[src/rtl/cpu_defs.svh]
`ifndef CPU_DEFS_SVH
`define CPU_DEFS_SVH

// Integer register and data path width
`define XLEN 32

// Architectural registers, x0 included
`define NUM_GPR 32

// Debug bus word address, one word per register
`define DBG_ADDR_W 5

`endif

[src/rtl/cpu_pkg.sv]
`include "cpu_defs.svh"

package cpu_pkg;

    typedef logic [`XLEN-1:0]            xlen_t;
    typedef logic [$clog2(`NUM_GPR)-1:0] reg_addr_t;
    typedef logic [31:0]                 inst_t;
    typedef logic [3:0]                  alu_op_t;
    typedef logic [(`XLEN/8)-1:0]        mem_byte_t;

    // ALU operation codes seen by the execute stage
    localparam alu_op_t ALU_ADD  = 4'd0;
    localparam alu_op_t ALU_SUB  = 4'd1;
    localparam alu_op_t ALU_SLL  = 4'd2;
    localparam alu_op_t ALU_SLT  = 4'd3;
    localparam alu_op_t ALU_SLTU = 4'd4;
    localparam alu_op_t ALU_XOR  = 4'd5;
    localparam alu_op_t ALU_SRL  = 4'd6;
    localparam alu_op_t ALU_SRA  = 4'd7;
    localparam alu_op_t ALU_OR   = 4'd8;
    localparam alu_op_t ALU_AND  = 4'd9;

    // Debug bus slave
    typedef enum logic {
        WB_IDLE = 1'b0,
        WB_RESP = 1'b1
    } wb_state_e;

endpackage

[src/rtl/dbg_gpr_if.sv]
`timescale 1ns/1ps

interface dbg_gpr_if;
    import cpu_pkg::*;

    logic      req;
    logic      we;
    reg_addr_t addr;
    xlen_t     wdata;
    xlen_t     rdata;

    modport master (
        output req,
        output we,
        output addr,
        output wdata,
        input  rdata
    );

    modport slave (
        input  req,
        input  we,
        input  addr,
        input  wdata,
        output rdata
    );

endinterface

[src/rtl/rfu.sv]
`timescale 1ns/1ps
`include "cpu_defs.svh"

module rfu (
    input  logic               clk,
    input  logic               arst_n_i,
    input  cpu_pkg::reg_addr_t rs1_addr_i,
    input  cpu_pkg::reg_addr_t rs2_addr_i,
    output cpu_pkg::xlen_t     rs1_data_o,
    output cpu_pkg::xlen_t     rs2_data_o,
    input  logic               rd_wr_i,
    input  cpu_pkg::reg_addr_t rd_addr_i,
    input  cpu_pkg::xlen_t     rd_data_i,
    input  logic               halted_i,
    dbg_gpr_if.slave           dbg
);
    import cpu_pkg::*;

    xlen_t     gpr_q [1:`NUM_GPR-1];
    logic      pipe_wr;
    logic      wr_en;
    reg_addr_t wr_addr;
    xlen_t     wr_data;

    // Write-back is ignored while halted
    assign pipe_wr = rd_wr_i && !halted_i;

    // Debug owns the write port when the core is halted
    assign wr_en   = halted_i ? (dbg.req && dbg.we) : pipe_wr;
    assign wr_addr = halted_i ? dbg.addr : rd_addr_i;
    assign wr_data = halted_i ? dbg.wdata : rd_data_i;

    always_ff @(posedge clk or negedge arst_n_i) begin
        if (!arst_n_i) begin
            for (int i = 1; i < `NUM_GPR; i++) begin
                gpr_q[i] <= '0;
            end
        end else if (wr_en && (wr_addr != '0)) begin
            gpr_q[wr_addr] <= wr_data;
        end
    end

    function automatic xlen_t read_port(reg_addr_t addr);
        if (addr == '0) begin
            return '0;
        end
        // Forward the value being written back this cycle
        if (pipe_wr && (rd_addr_i == addr)) begin
            return rd_data_i;
        end
        return gpr_q[addr];
    endfunction

    always_comb begin
        rs1_data_o = read_port(rs1_addr_i);
        rs2_data_o = read_port(rs2_addr_i);
    end

    assign dbg.rdata = (dbg.addr == '0) ? '0 : gpr_q[dbg.addr];

endmodule

[src/rtl/dec.sv]
`timescale 1ns/1ps

module dec (
    input  cpu_pkg::inst_t     inst_i,
    input  logic               inst_valid_i,
    output cpu_pkg::reg_addr_t rs1_addr_o,
    output cpu_pkg::reg_addr_t rs2_addr_o,
    output cpu_pkg::reg_addr_t rd_addr_o,
    output cpu_pkg::xlen_t     imm_o,
    output cpu_pkg::alu_op_t   alu_op_o,
    output logic               rs1_rd_o,
    output logic               rs2_rd_o,
    output logic               rs1_zero_sel_o,
    output logic               rs2_imm_sel_o,
    output logic               pc_imm_sel_o,
    output logic               branch_o,
    output logic               jump_o,
    output logic               jump_alu_o,
    output logic               mem_req_o,
    output logic               mem_wr_o,
    output cpu_pkg::mem_byte_t mem_byte_o,
    output logic               mem_sign_ext_o,
    output logic               pc_alu_sel_o,
    output logic               mem_cal_sel_o,
    output logic               rd_wr_o,
    output logic               ill_inst_o,
    output logic               fence_o,
    output logic               ecall_o,
    output logic               ebreak_o
);
    import cpu_pkg::*;

    localparam logic [6:0] OP_LUI      = 7'b0110111;
    localparam logic [6:0] OP_AUIPC    = 7'b0010111;
    localparam logic [6:0] OP_JAL      = 7'b1101111;
    localparam logic [6:0] OP_JALR     = 7'b1100111;
    localparam logic [6:0] OP_BRANCH   = 7'b1100011;
    localparam logic [6:0] OP_LOAD     = 7'b0000011;
    localparam logic [6:0] OP_STORE    = 7'b0100011;
    localparam logic [6:0] OP_OP_IMM   = 7'b0010011;
    localparam logic [6:0] OP_OP       = 7'b0110011;
    localparam logic [6:0] OP_MISC_MEM = 7'b0001111;
    localparam logic [6:0] OP_SYSTEM   = 7'b1110011;
    localparam inst_t      INST_ECALL  = 32'h0000_0073;
    localparam inst_t      INST_EBREAK = 32'h0010_0073;

    logic [6:0] opcode;
    logic [2:0] funct3;
    logic [6:0] funct7;
    logic       legal;
    logic       rd_nz;
    mem_byte_t  byte_mask;

    assign opcode     = inst_i[6:0];
    assign funct3     = inst_i[14:12];
    assign funct7     = inst_i[31:25];
    assign rs1_addr_o = inst_i[19:15];
    assign rs2_addr_o = inst_i[24:20];
    assign rd_addr_o  = inst_i[11:7];
    assign rd_nz      = (inst_i[11:7] != '0);
    assign byte_mask  = (funct3[1:0] == 2'b00) ? 4'b0001 :
                        (funct3[1:0] == 2'b01) ? 4'b0011 : 4'b1111;
    assign ill_inst_o = inst_valid_i && !legal;

    function automatic alu_op_t alu_sel(logic [2:0] f3, logic alt);
        case (f3)
            3'b000:  return alt ? ALU_SUB : ALU_ADD;
            3'b001:  return ALU_SLL;
            3'b010:  return ALU_SLT;
            3'b011:  return ALU_SLTU;
            3'b100:  return ALU_XOR;
            3'b101:  return alt ? ALU_SRA : ALU_SRL;
            3'b110:  return ALU_OR;
            default: return ALU_AND;
        endcase
    endfunction

    always_comb begin
        case (opcode)
            OP_LUI, OP_AUIPC, OP_JAL: legal = 1'b1;
            OP_JALR:     legal = (funct3 == 3'b000);
            OP_BRANCH:   legal = (funct3[2:1] != 2'b01);
            OP_LOAD:     legal = (funct3 != 3'b011) && (funct3[2:1] != 2'b11);
            OP_STORE:    legal = !funct3[2] && (funct3 != 3'b011);
            OP_OP_IMM: begin
                if (funct3 == 3'b001) begin
                    legal = (funct7 == 7'b0000000);
                end else if (funct3 == 3'b101) begin
                    legal = (funct7 == 7'b0000000) || (funct7 == 7'b0100000);
                end else begin
                    legal = 1'b1;
                end
            end
            OP_OP:       legal = (funct7 == 7'b0000000) ||
                                 ((funct7 == 7'b0100000) &&
                                  ((funct3 == 3'b000) || (funct3 == 3'b101)));
            OP_MISC_MEM: legal = (funct3 == 3'b000);
            OP_SYSTEM:   legal = (inst_i == INST_ECALL) || (inst_i == INST_EBREAK);
            default:     legal = 1'b0;
        endcase
    end

    // Immediate by format
    always_comb begin
        case (opcode)
            OP_LUI, OP_AUIPC: imm_o = {inst_i[31:12], 12'b0};
            OP_JAL:    imm_o = {{12{inst_i[31]}}, inst_i[19:12], inst_i[20],
                                inst_i[30:21], 1'b0};
            OP_BRANCH: imm_o = {{20{inst_i[31]}}, inst_i[7], inst_i[30:25],
                                inst_i[11:8], 1'b0};
            OP_STORE:  imm_o = {{20{inst_i[31]}}, inst_i[31:25], inst_i[11:7]};
            OP_JALR, OP_LOAD, OP_OP_IMM: imm_o = {{20{inst_i[31]}}, inst_i[31:20]};
            default:   imm_o = '0;
        endcase
    end

    always_comb begin
        alu_op_o       = ALU_ADD;
        rs1_rd_o       = 1'b0;
        rs2_rd_o       = 1'b0;
        rs1_zero_sel_o = 1'b0;
        rs2_imm_sel_o  = 1'b0;
        pc_imm_sel_o   = 1'b0;
        branch_o       = 1'b0;
        jump_o         = 1'b0;
        jump_alu_o     = 1'b0;
        mem_req_o      = 1'b0;
        mem_wr_o       = 1'b0;
        mem_byte_o     = '0;
        mem_sign_ext_o = 1'b0;
        pc_alu_sel_o   = 1'b0;
        mem_cal_sel_o  = 1'b0;
        rd_wr_o        = 1'b0;
        fence_o        = 1'b0;
        ecall_o        = 1'b0;
        ebreak_o       = 1'b0;
        if (inst_valid_i && legal) begin
            case (opcode)
                OP_LUI: begin
                    rs1_zero_sel_o = 1'b1;
                    rs2_imm_sel_o  = 1'b1;
                    rd_wr_o        = rd_nz;
                end
                OP_AUIPC: begin
                    pc_imm_sel_o = 1'b1;
                    rd_wr_o      = rd_nz;
                end
                OP_JAL: begin
                    jump_o       = 1'b1;
                    pc_imm_sel_o = 1'b1;
                    pc_alu_sel_o = 1'b1;
                    rd_wr_o      = rd_nz;
                end
                OP_JALR: begin
                    jump_o        = 1'b1;
                    jump_alu_o    = 1'b1;
                    rs1_rd_o      = 1'b1;
                    rs2_imm_sel_o = 1'b1;
                    pc_alu_sel_o  = 1'b1;
                    rd_wr_o       = rd_nz;
                end
                OP_BRANCH: begin
                    branch_o     = 1'b1;
                    rs1_rd_o     = 1'b1;
                    rs2_rd_o     = 1'b1;
                    pc_imm_sel_o = 1'b1;
                    // Signed or unsigned compare, equality by subtraction
                    alu_op_o     = !funct3[2] ? ALU_SUB : (funct3[1] ? ALU_SLTU : ALU_SLT);
                end
                OP_LOAD: begin
                    mem_req_o      = 1'b1;
                    rs1_rd_o       = 1'b1;
                    rs2_imm_sel_o  = 1'b1;
                    mem_byte_o     = byte_mask;
                    mem_sign_ext_o = !funct3[2];
                    mem_cal_sel_o  = 1'b1;
                    rd_wr_o        = rd_nz;
                end
                OP_STORE: begin
                    mem_req_o     = 1'b1;
                    mem_wr_o      = 1'b1;
                    rs1_rd_o      = 1'b1;
                    rs2_rd_o      = 1'b1;
                    rs2_imm_sel_o = 1'b1;
                    mem_byte_o    = byte_mask;
                end
                OP_OP_IMM: begin
                    rs1_rd_o      = 1'b1;
                    rs2_imm_sel_o = 1'b1;
                    alu_op_o      = alu_sel(funct3, (funct3 == 3'b101) && inst_i[30]);
                    rd_wr_o       = rd_nz;
                end
                OP_OP: begin
                    rs1_rd_o = 1'b1;
                    rs2_rd_o = 1'b1;
                    alu_op_o = alu_sel(funct3, inst_i[30]);
                    rd_wr_o  = rd_nz;
                end
                OP_MISC_MEM: fence_o = 1'b1;
                default: begin
                    ecall_o  = (inst_i == INST_ECALL);
                    ebreak_o = (inst_i == INST_EBREAK);
                end
            endcase
        end
    end

endmodule

[src/rtl/dbg_wb_slave.sv]
`timescale 1ns/1ps

module dbg_wb_slave (
    input  logic               clk,
    input  logic               arst_n_i,
    input  logic               wb_cyc_i,
    input  logic               wb_stb_i,
    input  logic               wb_we_i,
    input  cpu_pkg::reg_addr_t wb_adr_i,
    input  cpu_pkg::xlen_t     wb_dat_i,
    output cpu_pkg::xlen_t     wb_dat_o,
    output logic               wb_ack_o,
    output logic               wb_err_o,
    input  logic               halted_i,
    dbg_gpr_if.master          gpr
);
    import cpu_pkg::*;

    wb_state_e state_q;
    logic      wb_req;

    // New requests are taken only in idle
    assign wb_req = wb_cyc_i && wb_stb_i && (state_q == WB_IDLE);

    // Register file is touched only while halted
    assign gpr.req   = wb_req && halted_i;
    assign gpr.we    = wb_we_i;
    assign gpr.addr  = wb_adr_i;
    assign gpr.wdata = wb_dat_i;

    always_ff @(posedge clk or negedge arst_n_i) begin
        if (!arst_n_i) begin
            state_q  <= WB_IDLE;
            wb_ack_o <= 1'b0;
            wb_err_o <= 1'b0;
            wb_dat_o <= '0;
        end else begin
            wb_ack_o <= 1'b0;
            wb_err_o <= 1'b0;
            case (state_q)
                WB_IDLE: begin
                    if (wb_req) begin
                        state_q  <= WB_RESP;
                        wb_ack_o <= halted_i;
                        wb_err_o <= !halted_i;
                        if (halted_i && !wb_we_i) begin
                            wb_dat_o <= gpr.rdata;
                        end
                    end
                end
                default: state_q <= WB_IDLE;
            endcase
        end
    end

endmodule

[src/rtl/idu.sv]
`timescale 1ns/1ps
`include "cpu_defs.svh"

module idu (
    input  logic                   clk,
    input  logic                   arst_n_i,
    input  cpu_pkg::inst_t         inst_i,
    input  logic                   inst_valid_i,
    input  logic                   rd_wr_i,
    input  cpu_pkg::reg_addr_t     rd_addr_i,
    input  cpu_pkg::xlen_t         rd_data_i,
    input  logic                   halted_i,

    // Debug bus
    input  logic                   wb_cyc_i,
    input  logic                   wb_stb_i,
    input  logic                   wb_we_i,
    input  logic [`DBG_ADDR_W-1:0] wb_adr_i,
    input  cpu_pkg::xlen_t         wb_dat_i,
    output cpu_pkg::xlen_t         wb_dat_o,
    output logic                   wb_ack_o,
    output logic                   wb_err_o,

    // Operands
    output cpu_pkg::reg_addr_t     rs1_addr_o,
    output cpu_pkg::reg_addr_t     rs2_addr_o,
    output cpu_pkg::reg_addr_t     rd_addr_o,
    output cpu_pkg::xlen_t         rs1_data_o,
    output cpu_pkg::xlen_t         rs2_data_o,
    output cpu_pkg::xlen_t         imm_o,

    // Stage controls
    output cpu_pkg::alu_op_t       alu_op_o,
    output logic                   rs1_rd_o,
    output logic                   rs2_rd_o,
    output logic                   rs1_zero_sel_o,
    output logic                   rs2_imm_sel_o,
    output logic                   pc_imm_sel_o,
    output logic                   branch_o,
    output logic                   jump_o,
    output logic                   jump_alu_o,
    output logic                   mem_req_o,
    output logic                   mem_wr_o,
    output cpu_pkg::mem_byte_t     mem_byte_o,
    output logic                   mem_sign_ext_o,
    output logic                   pc_alu_sel_o,
    output logic                   mem_cal_sel_o,
    output logic                   rd_wr_o,
    output logic                   ill_inst_o,
    output logic                   fence_o,
    output logic                   ecall_o,
    output logic                   ebreak_o
);

    dbg_gpr_if u_gpr_if ();

    rfu u_rfu (
        .clk        ( clk            ),
        .arst_n_i   ( arst_n_i       ),
        .rs1_addr_i ( rs1_addr_o     ),
        .rs2_addr_i ( rs2_addr_o     ),
        .rs1_data_o ( rs1_data_o     ),
        .rs2_data_o ( rs2_data_o     ),
        .rd_wr_i    ( rd_wr_i        ),
        .rd_addr_i  ( rd_addr_i      ),
        .rd_data_i  ( rd_data_i      ),
        .halted_i   ( halted_i       ),
        .dbg        ( u_gpr_if.slave )
    );

    dec u_dec (
        .inst_i         ( inst_i         ),
        .inst_valid_i   ( inst_valid_i   ),
        .rs1_addr_o     ( rs1_addr_o     ),
        .rs2_addr_o     ( rs2_addr_o     ),
        .rd_addr_o      ( rd_addr_o      ),
        .imm_o          ( imm_o          ),
        .alu_op_o       ( alu_op_o       ),
        .rs1_rd_o       ( rs1_rd_o       ),
        .rs2_rd_o       ( rs2_rd_o       ),
        .rs1_zero_sel_o ( rs1_zero_sel_o ),
        .rs2_imm_sel_o  ( rs2_imm_sel_o  ),
        .pc_imm_sel_o   ( pc_imm_sel_o   ),
        .branch_o       ( branch_o       ),
        .jump_o         ( jump_o         ),
        .jump_alu_o     ( jump_alu_o     ),
        .mem_req_o      ( mem_req_o      ),
        .mem_wr_o       ( mem_wr_o       ),
        .mem_byte_o     ( mem_byte_o     ),
        .mem_sign_ext_o ( mem_sign_ext_o ),
        .pc_alu_sel_o   ( pc_alu_sel_o   ),
        .mem_cal_sel_o  ( mem_cal_sel_o  ),
        .rd_wr_o        ( rd_wr_o        ),
        .ill_inst_o     ( ill_inst_o     ),
        .fence_o        ( fence_o        ),
        .ecall_o        ( ecall_o        ),
        .ebreak_o       ( ebreak_o       )
    );

    dbg_wb_slave u_dbg (
        .clk      ( clk             ),
        .arst_n_i ( arst_n_i        ),
        .wb_cyc_i ( wb_cyc_i        ),
        .wb_stb_i ( wb_stb_i        ),
        .wb_we_i  ( wb_we_i         ),
        .wb_adr_i ( wb_adr_i        ),
        .wb_dat_i ( wb_dat_i        ),
        .wb_dat_o ( wb_dat_o        ),
        .wb_ack_o ( wb_ack_o        ),
        .wb_err_o ( wb_err_o        ),
        .halted_i ( halted_i        ),
        .gpr      ( u_gpr_if.master )
    );

endmodule

[config.mk]
export PLATFORM = sky130hd
export DESIGN_NAME = idu
export DESIGN_NICKNAME = d
export VERILOG_FILES = /design/src/rtl/cpu_pkg.sv /design/src/rtl/dbg_gpr_if.sv /design/src/rtl/rfu.sv /design/src/rtl/dec.sv /design/src/rtl/dbg_wb_slave.sv /design/src/rtl/idu.sv
export VERILOG_INCLUDE_DIRS = /design/src /design/src/rtl
export SDC_FILE = /design/constraint.sdc
export NUM_CORES = 2
export LEC_CHECK = 0
export ABC_AREA = 1
export BUFFER_PORTS_ARGS = -buffer_cell sky130_fd_sc_hd__buf_4
export CORE_MARGIN = 5
export CORE_UTILIZATION = 35
export CTS_CLUSTER_SIZE = 30
export DETAILED_ROUTE_END_ITERATION = 6
export GPL_ROUTABILITY_DRIVEN = 0
export SYNTH_ARGS = -nofsm -noshare
export SYNTH_HDL_FRONTEND = slang
export SYNTH_SLANG_ARGS = --single-unit
[constraint.sdc]
create_clock -name clk -period 3.2 [get_ports clk]
set_input_delay 0 -clock clk [delete_from_list [all_inputs] [get_ports clk]]
set_output_delay 0 -clock clk [all_outputs]
set_load 0.02 [all_outputs]
==> flow_summary.ini <==
[worst_setup_path]
cp-start-kind = primary input
r2r-end = u_dbg.wb_dat_o[0]
worst-setup-path-type = in2out
cp-endpoint = rs2_data_o[15]
r2r_slack_ps = 600
end_kind = output port
arrival_ps = 3110
r2r_cells = 9
reg2reg_from = u_dbg.state_q
cp-startpoint = halted_i
crit_path_max_fanout = 16
worstPathRequired_ps = 3200

[detailed_routing]
vias = 76500
drtIter0Drc = 12300
routed_wirelength_um = 333000
post_drt_wl_per_cell_um = 26.1
drt_pass1_iterations = 7
ant_nets = 0
drc_errors = 1
viasPerCell = 6.00

[power_and_ir_drop]
powerDensity_nw_per_um2 = 570
peakVddDrop_v = 0.000520
leakagePower_uw = 0.0355

[grt]
grt_usage_pct = 32.1
grt_max_degree = 180
grt_pass1_wl_um = 480000
grt_busiest_layer = met2
grt_use_met1_pct = 39.7
grt_overflow = 0
grt.met2_usage_pct = 47.8
antenna_found_initial = 11
grt_pass1_vias = 70800
grt_use_met3_pct = 9.16

[clocking]
postCtsSetupBuffers = 0
clk_transition_reported_paths_ps = 60
cts_tree = yes
cts-root-buf = clkbuf_16
clk_path_buf_depth = 3
numCtsBuffers = 117
htreeDepth = 3
cts.sinks = 1027
clock_latency_ps = 800

[sta]
fmax_mhz = 322
finalHoldViolations = 0
final_max_slew_viol_count = 0
finalSetupTns_ps = 0
skew_ps = 32.2
setup_violations = 0
worstMarginPinSlew_ps = 1240
layout_min_cycle_time_ps = 3110
final.period_utilization_pct = 97.1
rsz0062_at_grt = false
slew_headroom_pct = 17.2

[synth]
synth_most_common_cell = nand2_1
synth_top_area_share_pct = 38.4
synth_seq_cells = 1027
synth_area_leaders = dfrtp_1 38%, nand2_1 21%, o21ai_0 8.5%
synth_cells = 10300
synth_top_flop_cell = dfrtp_1
syn_area_per_cell_um2 = 6.50
ys_types = 37
synth_edf_count = 0
ys_seq_area_share_pct = 38.4
ys_top_cells_by_count = 3705 x nand2_1, 1131 x o21ai_0, 1027 x dfrtp_1, 937 x nand3_1, 665 x clkbuf_1
post-synth-top-area-cell = dfrtp_1
async_reset_ff_share_pct = 100
yosys_warnings = 0
syn-cell-area_um2 = 66900
synth_nets = 10400

[floorplan]
die_w_um = 447
rows = 160
initial_utilization_pct = 35.2
ioPinCount = 285
chipHeight_um = 447
core_um2 = 190000
die_area_um2 = 200000

[status]
status = complete, but fails checks
failed_checks = design-rule violations

[finish]
final_util_pct = 40.4
final_layout_size_suffix_gt1_share_pct = 8.47
fillers = 19600
synthToLayoutAreaGrowth_pct = 14.8
nets = 10300

[placed_design]
place_hpwl_um = 195000
io_buffer_count = 284

[flow_run]
maxCapViolations = 0

[min_path]
min_path_type = in2reg
==> state kept, by name, summed over array words and instances (netlist names) <==
signal	count
u_rfu.gpr_q	992
u_dbg.wb_dat_o	32
u_dbg.state_q	1
u_dbg.wb_ack_o	1
u_dbg.wb_err_o	1
==> stage by stage <==
step | total power, µW | worst slack [ps] | std cells | hold slack, ps | instance area (µm²)
floorplan | 24700 | 1390 | 10300 | -296 | 66900
global placement | 28600 | 207 | 12500 | 32.2 | 72000
detailed placement | 28900 | 185 | 12500 | 24.2 | 72000
CTS | 43400 | 94.0 | 12800 | 30.8 | 76800
global route | 45900 | 145 | 12800 | 134 | 76800
finish | 43800 | 91.5 | 12800 | 112 | 76800
==> layout by cell type (no fill, tap or decap), types with 30 or more instances in the layout <==
cell type and instances:
buf_12 71, buf_4 488, clkbuf_16 119, mux2i_2 30, dfrtp_1 1027, o21ai_1 323, nand4_1 123, o211ai_1 479
a21oi_1 480, o21ai_0 1131, nand2_1 3687, inv_1 640, clkbuf_8 32, nand3_1 932, nor2_1 401, a31oi_1 39
dlygate4sd3_1 71
==> power breakdown <==
part,internal (µW),switching (µW)
Sequential,15600,2490
Combinational,3780,7390
Clock,8400,6060
==> timing repair <==
item,in CTS,in global routing
endpoints found under the setup margin,0,2
endpoints found under the hold margin,1588,0
gates resized for setup,0,3
hold buffers,72,0
==> worst max-delay path, stage by stage <==
cell and delay (ps):
dlygate4sd3_1 530, buf_4 200, inv_1 70, nand2_1 220, nor3b_2 470, buf_4 320
nand3_4 250, buf_4 330, nand3_1 360, a21oi_1 140, buf_4 190
==> cell families after synthesis <==
| family | Yosys count | share of synthesized area [%] |
|---|---|---|
| buf+inv | 1565 | 9.16 |
| simple gates | 5199 | 31.6 |
| compound gates | 2464 | 20.4 |
| flops | 1027 | 38.4 |
| xor+xnor | 4 | 0.0523 |
| mux | 32 | 0.479 |
==> worst min-delay path by stage <==
stage | cells past startpoint | slack [ps] | endpoint | start
6_report | 7 | 110 | u_dbg.wb_dat_o[4] | wb_adr_i[2]
5_1_grt | 7 | 130 | u_dbg.wb_dat_o[1] | wb_adr_i[2]
4_1_cts | 7 | 30 | u_dbg.wb_dat_o[6] | wb_adr_i[2]
3_5_place_dp | 1 | 20 | u_rfu.gpr_q[266] | arst_n_i
3_3_place_gp | 1 | 30 | u_rfu.gpr_q[266] | arst_n_i
2_1_floorplan | 0 | -300 | u_dbg.state_q | arst_n_i
==> cell type report <==
class | instances | area [µm²] | share of cell area (%)
clock inverter | 47 | 599 | 0.780
multi-input combinational | 7699 | 35400 | 46.1
sequential | 1027 | 25700 | 33.4
tap | 2511 | 3140 | 4.09
antenna | 12 | 30.0 | 0.0391
clock buffer | 169 | 3480 | 4.52
timing repair buffer | 638 | 5930 | 7.71
inverter | 663 | 2520 | 3.28
==> routing by layer <==
layer  share of wire (%)  vias to the layer above  wire [µm]
li1                    -                    33600          -
met1                  36                    35600     120000
met2                  42                     5831     139000
met3                  14                     1499      45300
met4                 8.6                       12      28800
met5               0.023                        -         78
Power figures use the tool's default switching activity.
